**config.mk**
```make
export PLATFORM = sky130hd
export DESIGN_NAME = rd_engine_top
export DESIGN_NICKNAME = d
export VERILOG_FILES = /design/src/engine_pkg.sv /design/src/stat_counter.sv /design/src/rd_engine_csr.sv /design/src/rd_req_gen.sv /design/src/rd_line_tracker.sv /design/src/rd_resp_sink.sv /design/src/rd_engine_top.sv
export SDC_FILE = /design/constraint.sdc
export NUM_CORES = 1
export LEC_CHECK = 0
export BUFFER_PORTS_ARGS = -buffer_cell sky130_fd_sc_hd__buf_2
export CELL_PAD_IN_SITES_DETAIL_PLACEMENT = 1
export CELL_PAD_IN_SITES_GLOBAL_PLACEMENT = 1
export CORE_AREA = 3 3 285 287
export CTS_CLUSTER_SIZE = 25
export DETAILED_ROUTE_END_ITERATION = 7
export DIE_AREA = 0 0 288 290
export PLACE_DENSITY = 0.86
export SKIP_LAST_GASP = 1
export SYNTH_ARGS = -nofsm -noshare
export SYNTH_HDL_FRONTEND = slang
export SYNTH_HIERARCHICAL = 1
export SYNTH_SLANG_ARGS = --single-unit
```
**constraint.sdc**
```tcl
create_clock -name clk -period 19.5 [get_ports clk]
set_clock_uncertainty 0.15 [all_clocks]
set_input_delay 3.9 -clock clk [delete_from_list [all_inputs] [get_ports clk]]
set_output_delay 3.9 -clock clk [all_outputs]
set_load 0.005 [all_outputs]
```
**src/engine_pkg.sv**
```systemverilog
// Read engine shared definitions
package engine_pkg;

    // ==========================================================
    // Widths
    // ==========================================================

    // Line address and R data
    localparam int ADDR_WIDTH       = 48;
    localparam int DATA_WIDTH       = 64;
    // Offset added to the base address
    localparam int OFFSET_WIDTH     = 32;
    localparam int BURST_WIDTH      = 16;
    // Lines in flight, also the quota width
    localparam int LINE_COUNT_WIDTH = 12;
    localparam int COUNTER_WIDTH    = 48;
    localparam int CSR_IDX_WIDTH    = 3;
    localparam int NUM_STATS        = 4;

    // Statistics counter slots
    localparam int STAT_RD_BURSTS_REQ   = 0;
    localparam int STAT_RD_LINES_RESP   = 1;
    localparam int STAT_RD_BURSTS_RESP  = 2;
    localparam int STAT_ACTIVE_LINE_SUM = 3;

    // ==========================================================
    // Register indices
    // ==========================================================

    // Write side
    localparam logic [CSR_IDX_WIDTH-1:0] CSR_BASE_ADDR   = CSR_IDX_WIDTH'(0);
    localparam logic [CSR_IDX_WIDTH-1:0] CSR_RD_CTRL     = CSR_IDX_WIDTH'(2);
    localparam logic [CSR_IDX_WIDTH-1:0] CSR_OFFSET_MASK = CSR_IDX_WIDTH'(4);
    localparam logic [CSR_IDX_WIDTH-1:0] CSR_READY_MASK  = CSR_IDX_WIDTH'(6);

    // Status side
    localparam logic [CSR_IDX_WIDTH-1:0] STS_ACTIVE       = CSR_IDX_WIDTH'(0);
    localparam logic [CSR_IDX_WIDTH-1:0] STS_BURSTS_REQ   = CSR_IDX_WIDTH'(1);
    localparam logic [CSR_IDX_WIDTH-1:0] STS_LINES_RESP   = CSR_IDX_WIDTH'(2);
    localparam logic [CSR_IDX_WIDTH-1:0] STS_BURSTS_RESP  = CSR_IDX_WIDTH'(3);
    localparam logic [CSR_IDX_WIDTH-1:0] STS_CHECK        = CSR_IDX_WIDTH'(4);
    localparam logic [CSR_IDX_WIDTH-1:0] STS_ACTIVE_LINES = CSR_IDX_WIDTH'(5);

    // Read control word layout
    typedef struct packed {
        logic [15:0] max_lines;
        logic [15:0] bursts;
        logic [15:0] start_offset;
        logic [15:0] burst_len;
    } t_rd_ctrl;

    // One written word, raw or as read control fields
    typedef union packed {
        logic [63:0] raw;
        t_rd_ctrl    rd_ctrl;
    } t_csr_word;

    // Per-cycle increments, one per counter slot
    typedef logic [NUM_STATS-1:0][COUNTER_WIDTH-1:0] t_stat_vec;

endpackage

```
**src/stat_counter.sv**
```systemverilog
// Statistics accumulator
`timescale 1ns/1ps

module stat_counter
    import engine_pkg::*;
(
    input  logic                     clk,
    input  logic                     state_reset,
    input  logic [COUNTER_WIDTH-1:0] incr,
    output logic [COUNTER_WIDTH-1:0] value
);

    // Single-cycle add of the registered increment
    always_ff @(posedge clk)
    begin
        if (state_reset)
        begin
            value <= '0;
        end
        else
        begin
            value <= value + incr;
        end
    end

endmodule

```
**src/rd_engine_csr.sv**
```systemverilog
// Read engine register file
`timescale 1ns/1ps

module rd_engine_csr
    import engine_pkg::*;
(
    input  logic                        clk,
    input  logic                        state_reset,
    input  logic                        csr_wr,
    input  logic [CSR_IDX_WIDTH-1:0]    csr_idx,
    input  logic [63:0]                 csr_data,
    input  logic [CSR_IDX_WIDTH-1:0]    csr_rd_idx,
    input  logic                        active,
    input  t_stat_vec                   stat_values,
    input  logic [31:0]                 rd_sum,
    input  logic [31:0]                 rd_hash,
    output logic [ADDR_WIDTH-1:0]       base_addr,
    output logic [BURST_WIDTH-1:0]      burst_len,
    output logic [BURST_WIDTH-1:0]      num_bursts,
    output logic [OFFSET_WIDTH-1:0]     start_offset,
    output logic [OFFSET_WIDTH-1:0]     offset_mask,
    output logic [LINE_COUNT_WIDTH-1:0] max_lines,
    output logic [31:0]                 ready_mask,
    output logic [63:0]                 csr_rd_data
);

    // Written word, decoded raw or as read control fields
    t_csr_word wr_word;

    assign wr_word.raw = csr_data;

    // ==========================================================
    // Configuration registers
    // ==========================================================

    always_ff @(posedge clk)
    begin
        if (csr_wr)
        begin
            case (csr_idx)
                CSR_BASE_ADDR:
                begin
                    // Line address of the read buffer
                    base_addr <= wr_word.raw[ADDR_WIDTH-1:0];
                end
                CSR_RD_CTRL:
                begin
                    // Kept as limit minus one, so zero wraps to no limit
                    max_lines    <= wr_word.rd_ctrl.max_lines[LINE_COUNT_WIDTH-1:0]
                                    - LINE_COUNT_WIDTH'(1);
                    num_bursts   <= wr_word.rd_ctrl.bursts;
                    start_offset <= OFFSET_WIDTH'(wr_word.rd_ctrl.start_offset);
                    burst_len    <= wr_word.rd_ctrl.burst_len;
                end
                CSR_OFFSET_MASK:
                begin
                    offset_mask <= wr_word.raw[OFFSET_WIDTH-1:0];
                end
                default:
                begin
                end
            endcase
        end
    end

    // R ready mask, all ones after reset
    // A write in a reset cycle still lands, so a mask can go in with the reset
    always_ff @(posedge clk)
    begin
        if (csr_wr && (csr_idx == CSR_READY_MASK))
        begin
            ready_mask <= wr_word.raw[31:0];
        end
        else if (state_reset)
        begin
            ready_mask <= '1;
        end
    end

    // ==========================================================
    // Status read
    // ==========================================================

    always_comb
    begin
        case (csr_rd_idx)
            STS_ACTIVE:       csr_rd_data = 64'(active);
            STS_BURSTS_REQ:   csr_rd_data = 64'(stat_values[STAT_RD_BURSTS_REQ]);
            STS_LINES_RESP:   csr_rd_data = 64'(stat_values[STAT_RD_LINES_RESP]);
            STS_BURSTS_RESP:  csr_rd_data = 64'(stat_values[STAT_RD_BURSTS_RESP]);
            // Sum on top, hash below
            STS_CHECK:        csr_rd_data = {rd_sum, rd_hash};
            STS_ACTIVE_LINES: csr_rd_data = 64'(stat_values[STAT_ACTIVE_LINE_SUM]);
            default:          csr_rd_data = '0;
        endcase
    end

endmodule

```
**src/rd_req_gen.sv**
```systemverilog
// Read burst address generator
`timescale 1ns/1ps

module rd_req_gen
    import engine_pkg::*;
(
    input  logic                        clk,
    input  logic                        state_reset,
    input  logic                        run,
    input  logic [ADDR_WIDTH-1:0]       base_addr,
    input  logic [BURST_WIDTH-1:0]      burst_len,
    input  logic [BURST_WIDTH-1:0]      num_bursts,
    input  logic [OFFSET_WIDTH-1:0]     start_offset,
    input  logic [OFFSET_WIDTH-1:0]     offset_mask,
    input  logic                        quota_hit,
    input  logic                        arready,
    output logic                        arvalid,
    output logic [ADDR_WIDTH-1:0]       araddr,
    output logic [BURST_WIDTH-1:0]      arlen,
    output logic                        ar_fire,
    output logic                        done
);

    logic [OFFSET_WIDTH-1:0] cur_offset;
    // Bursts still allowed in this run
    logic [BURST_WIDTH-1:0]  bursts_left;
    logic                    unlimited;

    // Request whenever running, budget left and under quota
    assign arvalid = run && !done && !quota_hit;
    assign ar_fire = arvalid && arready;

    // Offset only moves on a transfer, so the address holds under back-pressure
    assign araddr  = base_addr + ADDR_WIDTH'(cur_offset);
    // AXI length encoding
    assign arlen   = burst_len - BURST_WIDTH'(1);

    always_ff @(posedge clk)
    begin
        if (state_reset)
        begin
            cur_offset  <= start_offset;
            bursts_left <= num_bursts;
            // Zero bursts means run forever
            unlimited   <= (num_bursts == '0);
            // No buffer configured, nothing to do
            done        <= (base_addr == '0);
        end
        else if (ar_fire)
        begin
            // Wrap within the masked window
            cur_offset  <= (cur_offset + OFFSET_WIDTH'(burst_len)) & offset_mask;
            bursts_left <= bursts_left - BURST_WIDTH'(1);
            done        <= !unlimited && (bursts_left == BURST_WIDTH'(1));
        end
    end

endmodule

```
**src/rd_line_tracker.sv**
```systemverilog
// In-flight line accounting
`timescale 1ns/1ps

module rd_line_tracker
    import engine_pkg::*;
(
    input  logic                        clk,
    input  logic                        state_reset,
    input  logic                        ar_fire,
    input  logic [BURST_WIDTH-1:0]      burst_len,
    input  logic [LINE_COUNT_WIDTH-1:0] max_lines,
    input  logic                        r_fire,
    input  logic                        r_last_fire,
    output logic [LINE_COUNT_WIDTH-1:0] lines_in_flight,
    output logic                        quota_hit,
    output t_stat_vec                   stat_incr
);

    // Lines added by a request this cycle
    logic [LINE_COUNT_WIDTH-1:0] new_lines;
    // One extra bit so the compare sees overflow
    logic [LINE_COUNT_WIDTH:0]   lines_after_req;

    assign new_lines       = ar_fire ? LINE_COUNT_WIDTH'(burst_len) : '0;
    assign lines_after_req = {1'b0, lines_in_flight} + {1'b0, LINE_COUNT_WIDTH'(burst_len)};

    always_ff @(posedge clk)
    begin
        if (state_reset)
        begin
            lines_in_flight <= '0;
            quota_hit       <= 1'b0;
            stat_incr       <= '0;
        end
        else
        begin
            lines_in_flight <= lines_in_flight + new_lines - LINE_COUNT_WIDTH'(r_fire);

            // Compare picks its operand by ar_fire instead of adding new_lines
            // first, keeping the adder off the compare path
            quota_hit <= ar_fire ? (lines_after_req > {1'b0, max_lines})
                                 : (lines_in_flight > max_lines);

            // Registered increments for the counter array
            stat_incr[STAT_RD_BURSTS_REQ]   <= COUNTER_WIDTH'(ar_fire);
            stat_incr[STAT_RD_LINES_RESP]   <= COUNTER_WIDTH'(r_fire);
            stat_incr[STAT_RD_BURSTS_RESP]  <= COUNTER_WIDTH'(r_last_fire);
            stat_incr[STAT_ACTIVE_LINE_SUM] <= COUNTER_WIDTH'(lines_in_flight);
        end
    end

endmodule

```
**src/rd_resp_sink.sv**
```systemverilog
// R channel sink with data check
`timescale 1ns/1ps

module rd_resp_sink
    import engine_pkg::*;
(
    input  logic                  clk,
    input  logic                  state_reset,
    input  logic [31:0]           ready_mask_r,
    input  logic                  rvalid,
    input  logic                  rlast,
    input  logic [DATA_WIDTH-1:0] rdata,
    output logic                  rready,
    output logic                  r_fire,
    output logic                  r_last_fire,
    output logic [31:0]           rd_sum,
    output logic [31:0]           rd_hash
);

    // Rotating copy, bit 0 is this cycle's ready
    logic [31:0] rot_mask;
    // Top and bottom 16 bits of the beat
    logic [31:0] beat_word;

    assign rready      = rot_mask[0];
    assign r_fire      = rvalid && rready;
    assign r_last_fire = r_fire && rlast;
    assign beat_word   = {rdata[DATA_WIDTH-1 -: 16], rdata[15:0]};

    always_ff @(posedge clk)
    begin
        if (state_reset)
        begin
            rot_mask <= ready_mask_r;
            rd_sum   <= '0;
            rd_hash  <= '0;
        end
        else
        begin
            rot_mask <= {rot_mask[30:0], rot_mask[31]};
            if (r_fire)
            begin
                rd_sum  <= rd_sum + beat_word;
                // Order dependent, rotate left then fold in
                rd_hash <= {rd_hash[30:0], rd_hash[31]} ^ beat_word;
            end
        end
    end

endmodule

```
**src/rd_engine_top.sv**
```systemverilog
// Read traffic engine top level
`timescale 1ns/1ps

module rd_engine_top
    import engine_pkg::*;
(
    input  logic                     clk,
    input  logic                     state_reset,
    input  logic                     run,
    input  logic                     csr_wr,
    input  logic [CSR_IDX_WIDTH-1:0] csr_idx,
    input  logic [63:0]              csr_data,
    input  logic [CSR_IDX_WIDTH-1:0] csr_rd_idx,
    output logic [63:0]              csr_rd_data,
    output logic                     arvalid,
    input  logic                     arready,
    output logic [ADDR_WIDTH-1:0]    araddr,
    output logic [BURST_WIDTH-1:0]   arlen,
    input  logic                     rvalid,
    output logic                     rready,
    input  logic [DATA_WIDTH-1:0]    rdata,
    input  logic                     rlast
);

    // Configuration
    logic [ADDR_WIDTH-1:0]       base_addr;
    logic [BURST_WIDTH-1:0]      burst_len;
    logic [BURST_WIDTH-1:0]      num_bursts;
    logic [OFFSET_WIDTH-1:0]     start_offset;
    logic [OFFSET_WIDTH-1:0]     offset_mask;
    logic [LINE_COUNT_WIDTH-1:0] max_lines;
    logic [31:0]                 ready_mask;

    // Engine state and events
    logic                        ar_fire;
    logic                        done;
    logic                        quota_hit;
    logic [LINE_COUNT_WIDTH-1:0] lines_in_flight;
    logic                        r_fire;
    logic                        r_last_fire;
    logic [31:0]                 rd_sum;
    logic [31:0]                 rd_hash;
    logic                        active;
    t_stat_vec                   stat_incr;
    t_stat_vec                   stat_values;

    // Busy while issuing or while responses are owed
    assign active = (run && !done) || (lines_in_flight != '0);

    rd_engine_csr u_csr (.*);

    rd_req_gen u_req_gen (.*);

    rd_line_tracker u_tracker (.*);

    rd_resp_sink u_resp_sink (.*, .ready_mask_r(ready_mask));

    // ==========================================================
    // Statistics counters
    // ==========================================================

    for (genvar i = 0; i < NUM_STATS; i++)
    begin : g_stat
        stat_counter u_counter (
            .clk         (clk),
            .state_reset (state_reset),
            .incr        (stat_incr[i]),
            .value       (stat_values[i])
        );
    end

endmodule

```
==> results <==
- The run finished with clean final reports.
- Summed over all instances, the cell type with the most area after synthesis is sky130_fd_sc_hd__edfxtp_1.
- Gates resized during post-CTS repair numbered 0.
- The maximum vdd drop is 0.0000883 V.
- The mapped cell area is between 30,000 and 40,000 um^2.
- The tightest min-delay check is of the reg -> reg type.
- The maximum count of clock buffers along a single path is 3.
- The distinct cell type count of the synthesized netlist is 114.
- Summing all non-filler instances in the final layout gives an area of about 43,000 um^2.
- Before antenna repair, the detailed router went through 5 iterations.
- The cell area after placement is 40,600 um^2.
- The full die area is 83,500 um^2.
- Entering global routing, the biggest net connects 155 pins.
- Yosys attributes the largest share of cell area to sky130_fd_sc_hd__edfxtp_1, sky130_fd_sc_hd__dfxtp_1, sky130_fd_sc_hd__ha_1.
- The I/O pin count is 271.
- The area growth from synthesis to layout is 8.48%.
- The clock tree from TritonCTS is done.
- The launch instance of the worst min-delay path is u_resp_sink/rot_mask[31]$_DFF_P_.
- Of the post-synthesis cell area, the part taken by muxes is 3.55%.
- The number of endpoints failing setup at the final stage is 0.
- Setup repair after global routing left no endpoint under its margin.
- The largest driver fanout on the critical path is between 50 and 60.
- The height of the chip is ~290 um.
- In this run the power density over the cells is roughly 130 nW/um^2.
- The number of flip-flops and latches in the synthesized netlist is 538.
- The total area inside the core boundary comes to slightly below 80,000 um^2.
- STA classifies the critical path startpoint as an input pin.
- The final cycle utilization of the critical path is 55.1%.
- Cells with a size suffix above 1 make up between 10 and 15% of the layout.
- The number of sinks driven by the clock tree is 538.
- The final critical path time including I/O delays and setup is 10,740 ps.
- The final HPWL from detailed placement is 101,000 um.
- The count of endpoints failing hold in the final timing report is 0.
- The final route contains 35,246 vias.
- The kind of end point of the critical path is an output port.
- The count of routing violations after the opening detailed-route iteration is 2,149.
- The adder and majority cell fraction of the synthesized area is 10.9%.
- The first global-routing pass estimated 209,000 um of wire.
- Tracing the worst setup path back leads to its startpoint at csr_rd_idx[0].
- Power comes to 5.46 mW.
- At the end of routability-driven placement, the weighted congestion stood at 0.929.
- For this design, the CTS-stage hold fixing added 0 buffers.
- The number of nets with antenna violations after detailed routing is 0.
- Clock tree synthesis inserted a total of 66 buffers.
- CTS built an H-tree with a depth of 3.
- The via count normalized by instance count is 6.18.
- The most frequent cell after synthesis is sky130_fd_sc_hd__nor2_1.
- Synthesis produced 4,434 cells.
- The floorplan has between 100 and 150 rows.
- The number of global-route vias before repair is roughly 37,000.
- For this run, the post-layout net count is 5,078.
- The effective utilization at floorplan is around half.
- The count of maximum capacitance violations is 0.
- The horizontal die dimension is between 200 and 300 um.
- By count the netlist is led by sky130_fd_sc_hd__nor2_1, sky130_fd_sc_hd__nand2_1, sky130_fd_sc_hd__a21oi_1.
- The area share of the largest cell type after synthesis is 16.9%.
- The post-synthesis share of cell area spent on xor and xnor gates is 5.89%.
- The number of filler instances in the final layout is roughly 9,400.
- The number of flops mapped to enable cells by yosys is 222.
- Buffers added to address setup during post-CTS repair amount to 0.
- The master cell of the clock root buffer is sky130_fd_sc_hd__clkbuf_16.
- The clock latency on the worst-skew pair is 630 ps.
- The fraction of the mapped netlist area in simple logic gates is 18.0%.
- The detail-routed net length per standard cell is 23.7 um.
- The most used flip-flop cell after synthesis is sky130_fd_sc_hd__dfxtp_1.
- In this run the tightest slew margin relative to its limit is between 20% and 30%.
- Averaged over all synthesized cells, the footprint is between 8 and 9 um^2.
- The signal arrival time at the worst endpoint is 6690 ps.
- At the worst endpoint, the required time is 15,450 ps.
- By area, the combinational part of the netlist is dominated by compound AO/OA/AOI/OAI gates.
- The async set or reset register ratio after synthesis is 0%.
- The count of pins over their slew limit was 0.
- The compound-cell area share of the yosys netlist is 21.8%.
- The worst setup path is of the in -> out kind.
- The number of antenna violations at the first check in global routing is 5.
- For this run, the number of Yosys warnings is 6.
- The leakage power is 17.8 nW.
- The actual slew at the worst max-slew pin is approximately 1200 ps.
- The overall global routing resource usage is 31.6%.
- Buffers placed on the I/O ports in this run total 234.
- After detailed routing, the number of remaining DRC violations is 0.
- The startpoint of the worst register-to-register path is u_req_gen/done$_DFFE_PP_.
- Sequential cells were found to cover 33.0% of the synthesized design area.
- Setup slack on the worst reg-to-reg path comes out at 15,120 ps.
- After clock tree synthesis, the clock-pin slew on the worst setup and hold paths is 60 ps.
- After detailed routing, the total wire length is 135,000 um.
- The worst hold slack is 308 ps.
- The total overflow left after global routing is 0.
- The highest clock frequency the design can meet is a little over 90 MHz.
- The total negative slack is 0 ps.
[placed cells by master, fill, tap and decap left out, drive strengths merged, types with 33 or more instances in the layout]
cell,n
a211oi,72
a21o,110
a21oi,355
a221o,50
a31oi,33
buf,249
clkbuf,87
conb,193
dfxtp,316
edfxtp,222
ha,329
inv,134
mux2,73
mux2i,56
nand2,378
nand2b,47
nand3,105
nand4,63
nor2,420
nor2b,65
nor3,93
nor4,55
o21a,51
o21ai,252
o21bai,66
o2bb2ai,47
or2,44
xnor2,165
xor2,100
[per-layer routing]
layer  wire [um]  global-route usage, %
met1       53900                   37.6
met2       64600                   53.7
met3        7050                   3.95
met4        9670                   19.9
met5          24                      0
[area by class of cell]
class	instances	area [um^2]	area share (%)
Timing Repair Buffer	249	1310	3.06
Tap cell	1050	1310	3.07
Clock inverter	27	303	0.709
Multi-Input combinational cell	3615	24500	57.3
Sequential cell	538	13000	30.4
Inverter	129	484	1.13
Clock buffer	87	1840	4.31
Antenna cell	4	10.0	0.0234
[state kept, by name (all words and copies together) (netlist names)]
name / cells
u_tracker/lines_in_flight: 12
u_csr/base_addr: 48
u_tracker/quota_hit: 1
u_req_gen/done: 1
u_resp_sink/rot_mask: 32
u_csr/max_lines: 12
u_csr/start_offset: 16
u_resp_sink/rd_sum: 32
u_req_gen/bursts_left: 16
u_req_gen/cur_offset: 32
u_csr/ready_mask: 32
u_req_gen/unlimited: 1
g_stat.u_counter/value: 192
u_csr/burst_len: 16
u_tracker/stat_incr: 15
u_csr/num_bursts: 16
u_resp_sink/rd_hash: 32
u_csr/offset_mask: 32
[where the power goes]
group          internal (mW)  switching, mW
logic                   1.00           1.58
clock network          0.734          0.519
registers               1.41          0.216
[worst paths after layout]
| check | to | depth (start not counted) |
|---|---|---|
| hold / removal | u_resp_sink/rot_mask[0]$_DFF_P_ | 1 |
| setup / recovery | csr_rd_data[23] | 6 |
| hold reg to reg | u_resp_sink/rot_mask[0]$_DFF_P_ | 1 |
| setup reg to reg | u_tracker/lines_in_flight[10]$_SDFF_PP0_ | 13 |
[cells by family after synthesis]
family / count (synthesis)
compound gates: 1251
xor+xnor: 265
fa+ha+maj: 338
buf+inv: 472
flops: 538
mux: 129
other cells: 2
simple gates: 1439
[through the flow]
| stage | cells | setup WS, ps | util [%] |
|---|---|---|---|
| after detailed placement | 5581 | 8780 | 51.4 |
| final | 5699 | 8760 | 54.2 |
| after global routing | 5698 | 8680 | 54.2 |
| after global placement | 5581 | 8810 | 51.4 |
| after floorplan | 4625 | 9020 | - |
| after CTS | 5695 | 8790 | 54.2 |
[critical path, cell delays in order]
cell and delay (ps):
sky130_fd_sc_hd__buf_2 80, sky130_fd_sc_hd__buf_4 740, sky130_fd_sc_hd__nor2b_4 320, sky130_fd_sc_hd__nor2b_4 960, sky130_fd_sc_hd__a221o_1 450, sky130_fd_sc_hd__buf_2 170
Note: power is estimated with default switching activity, not from simulation.
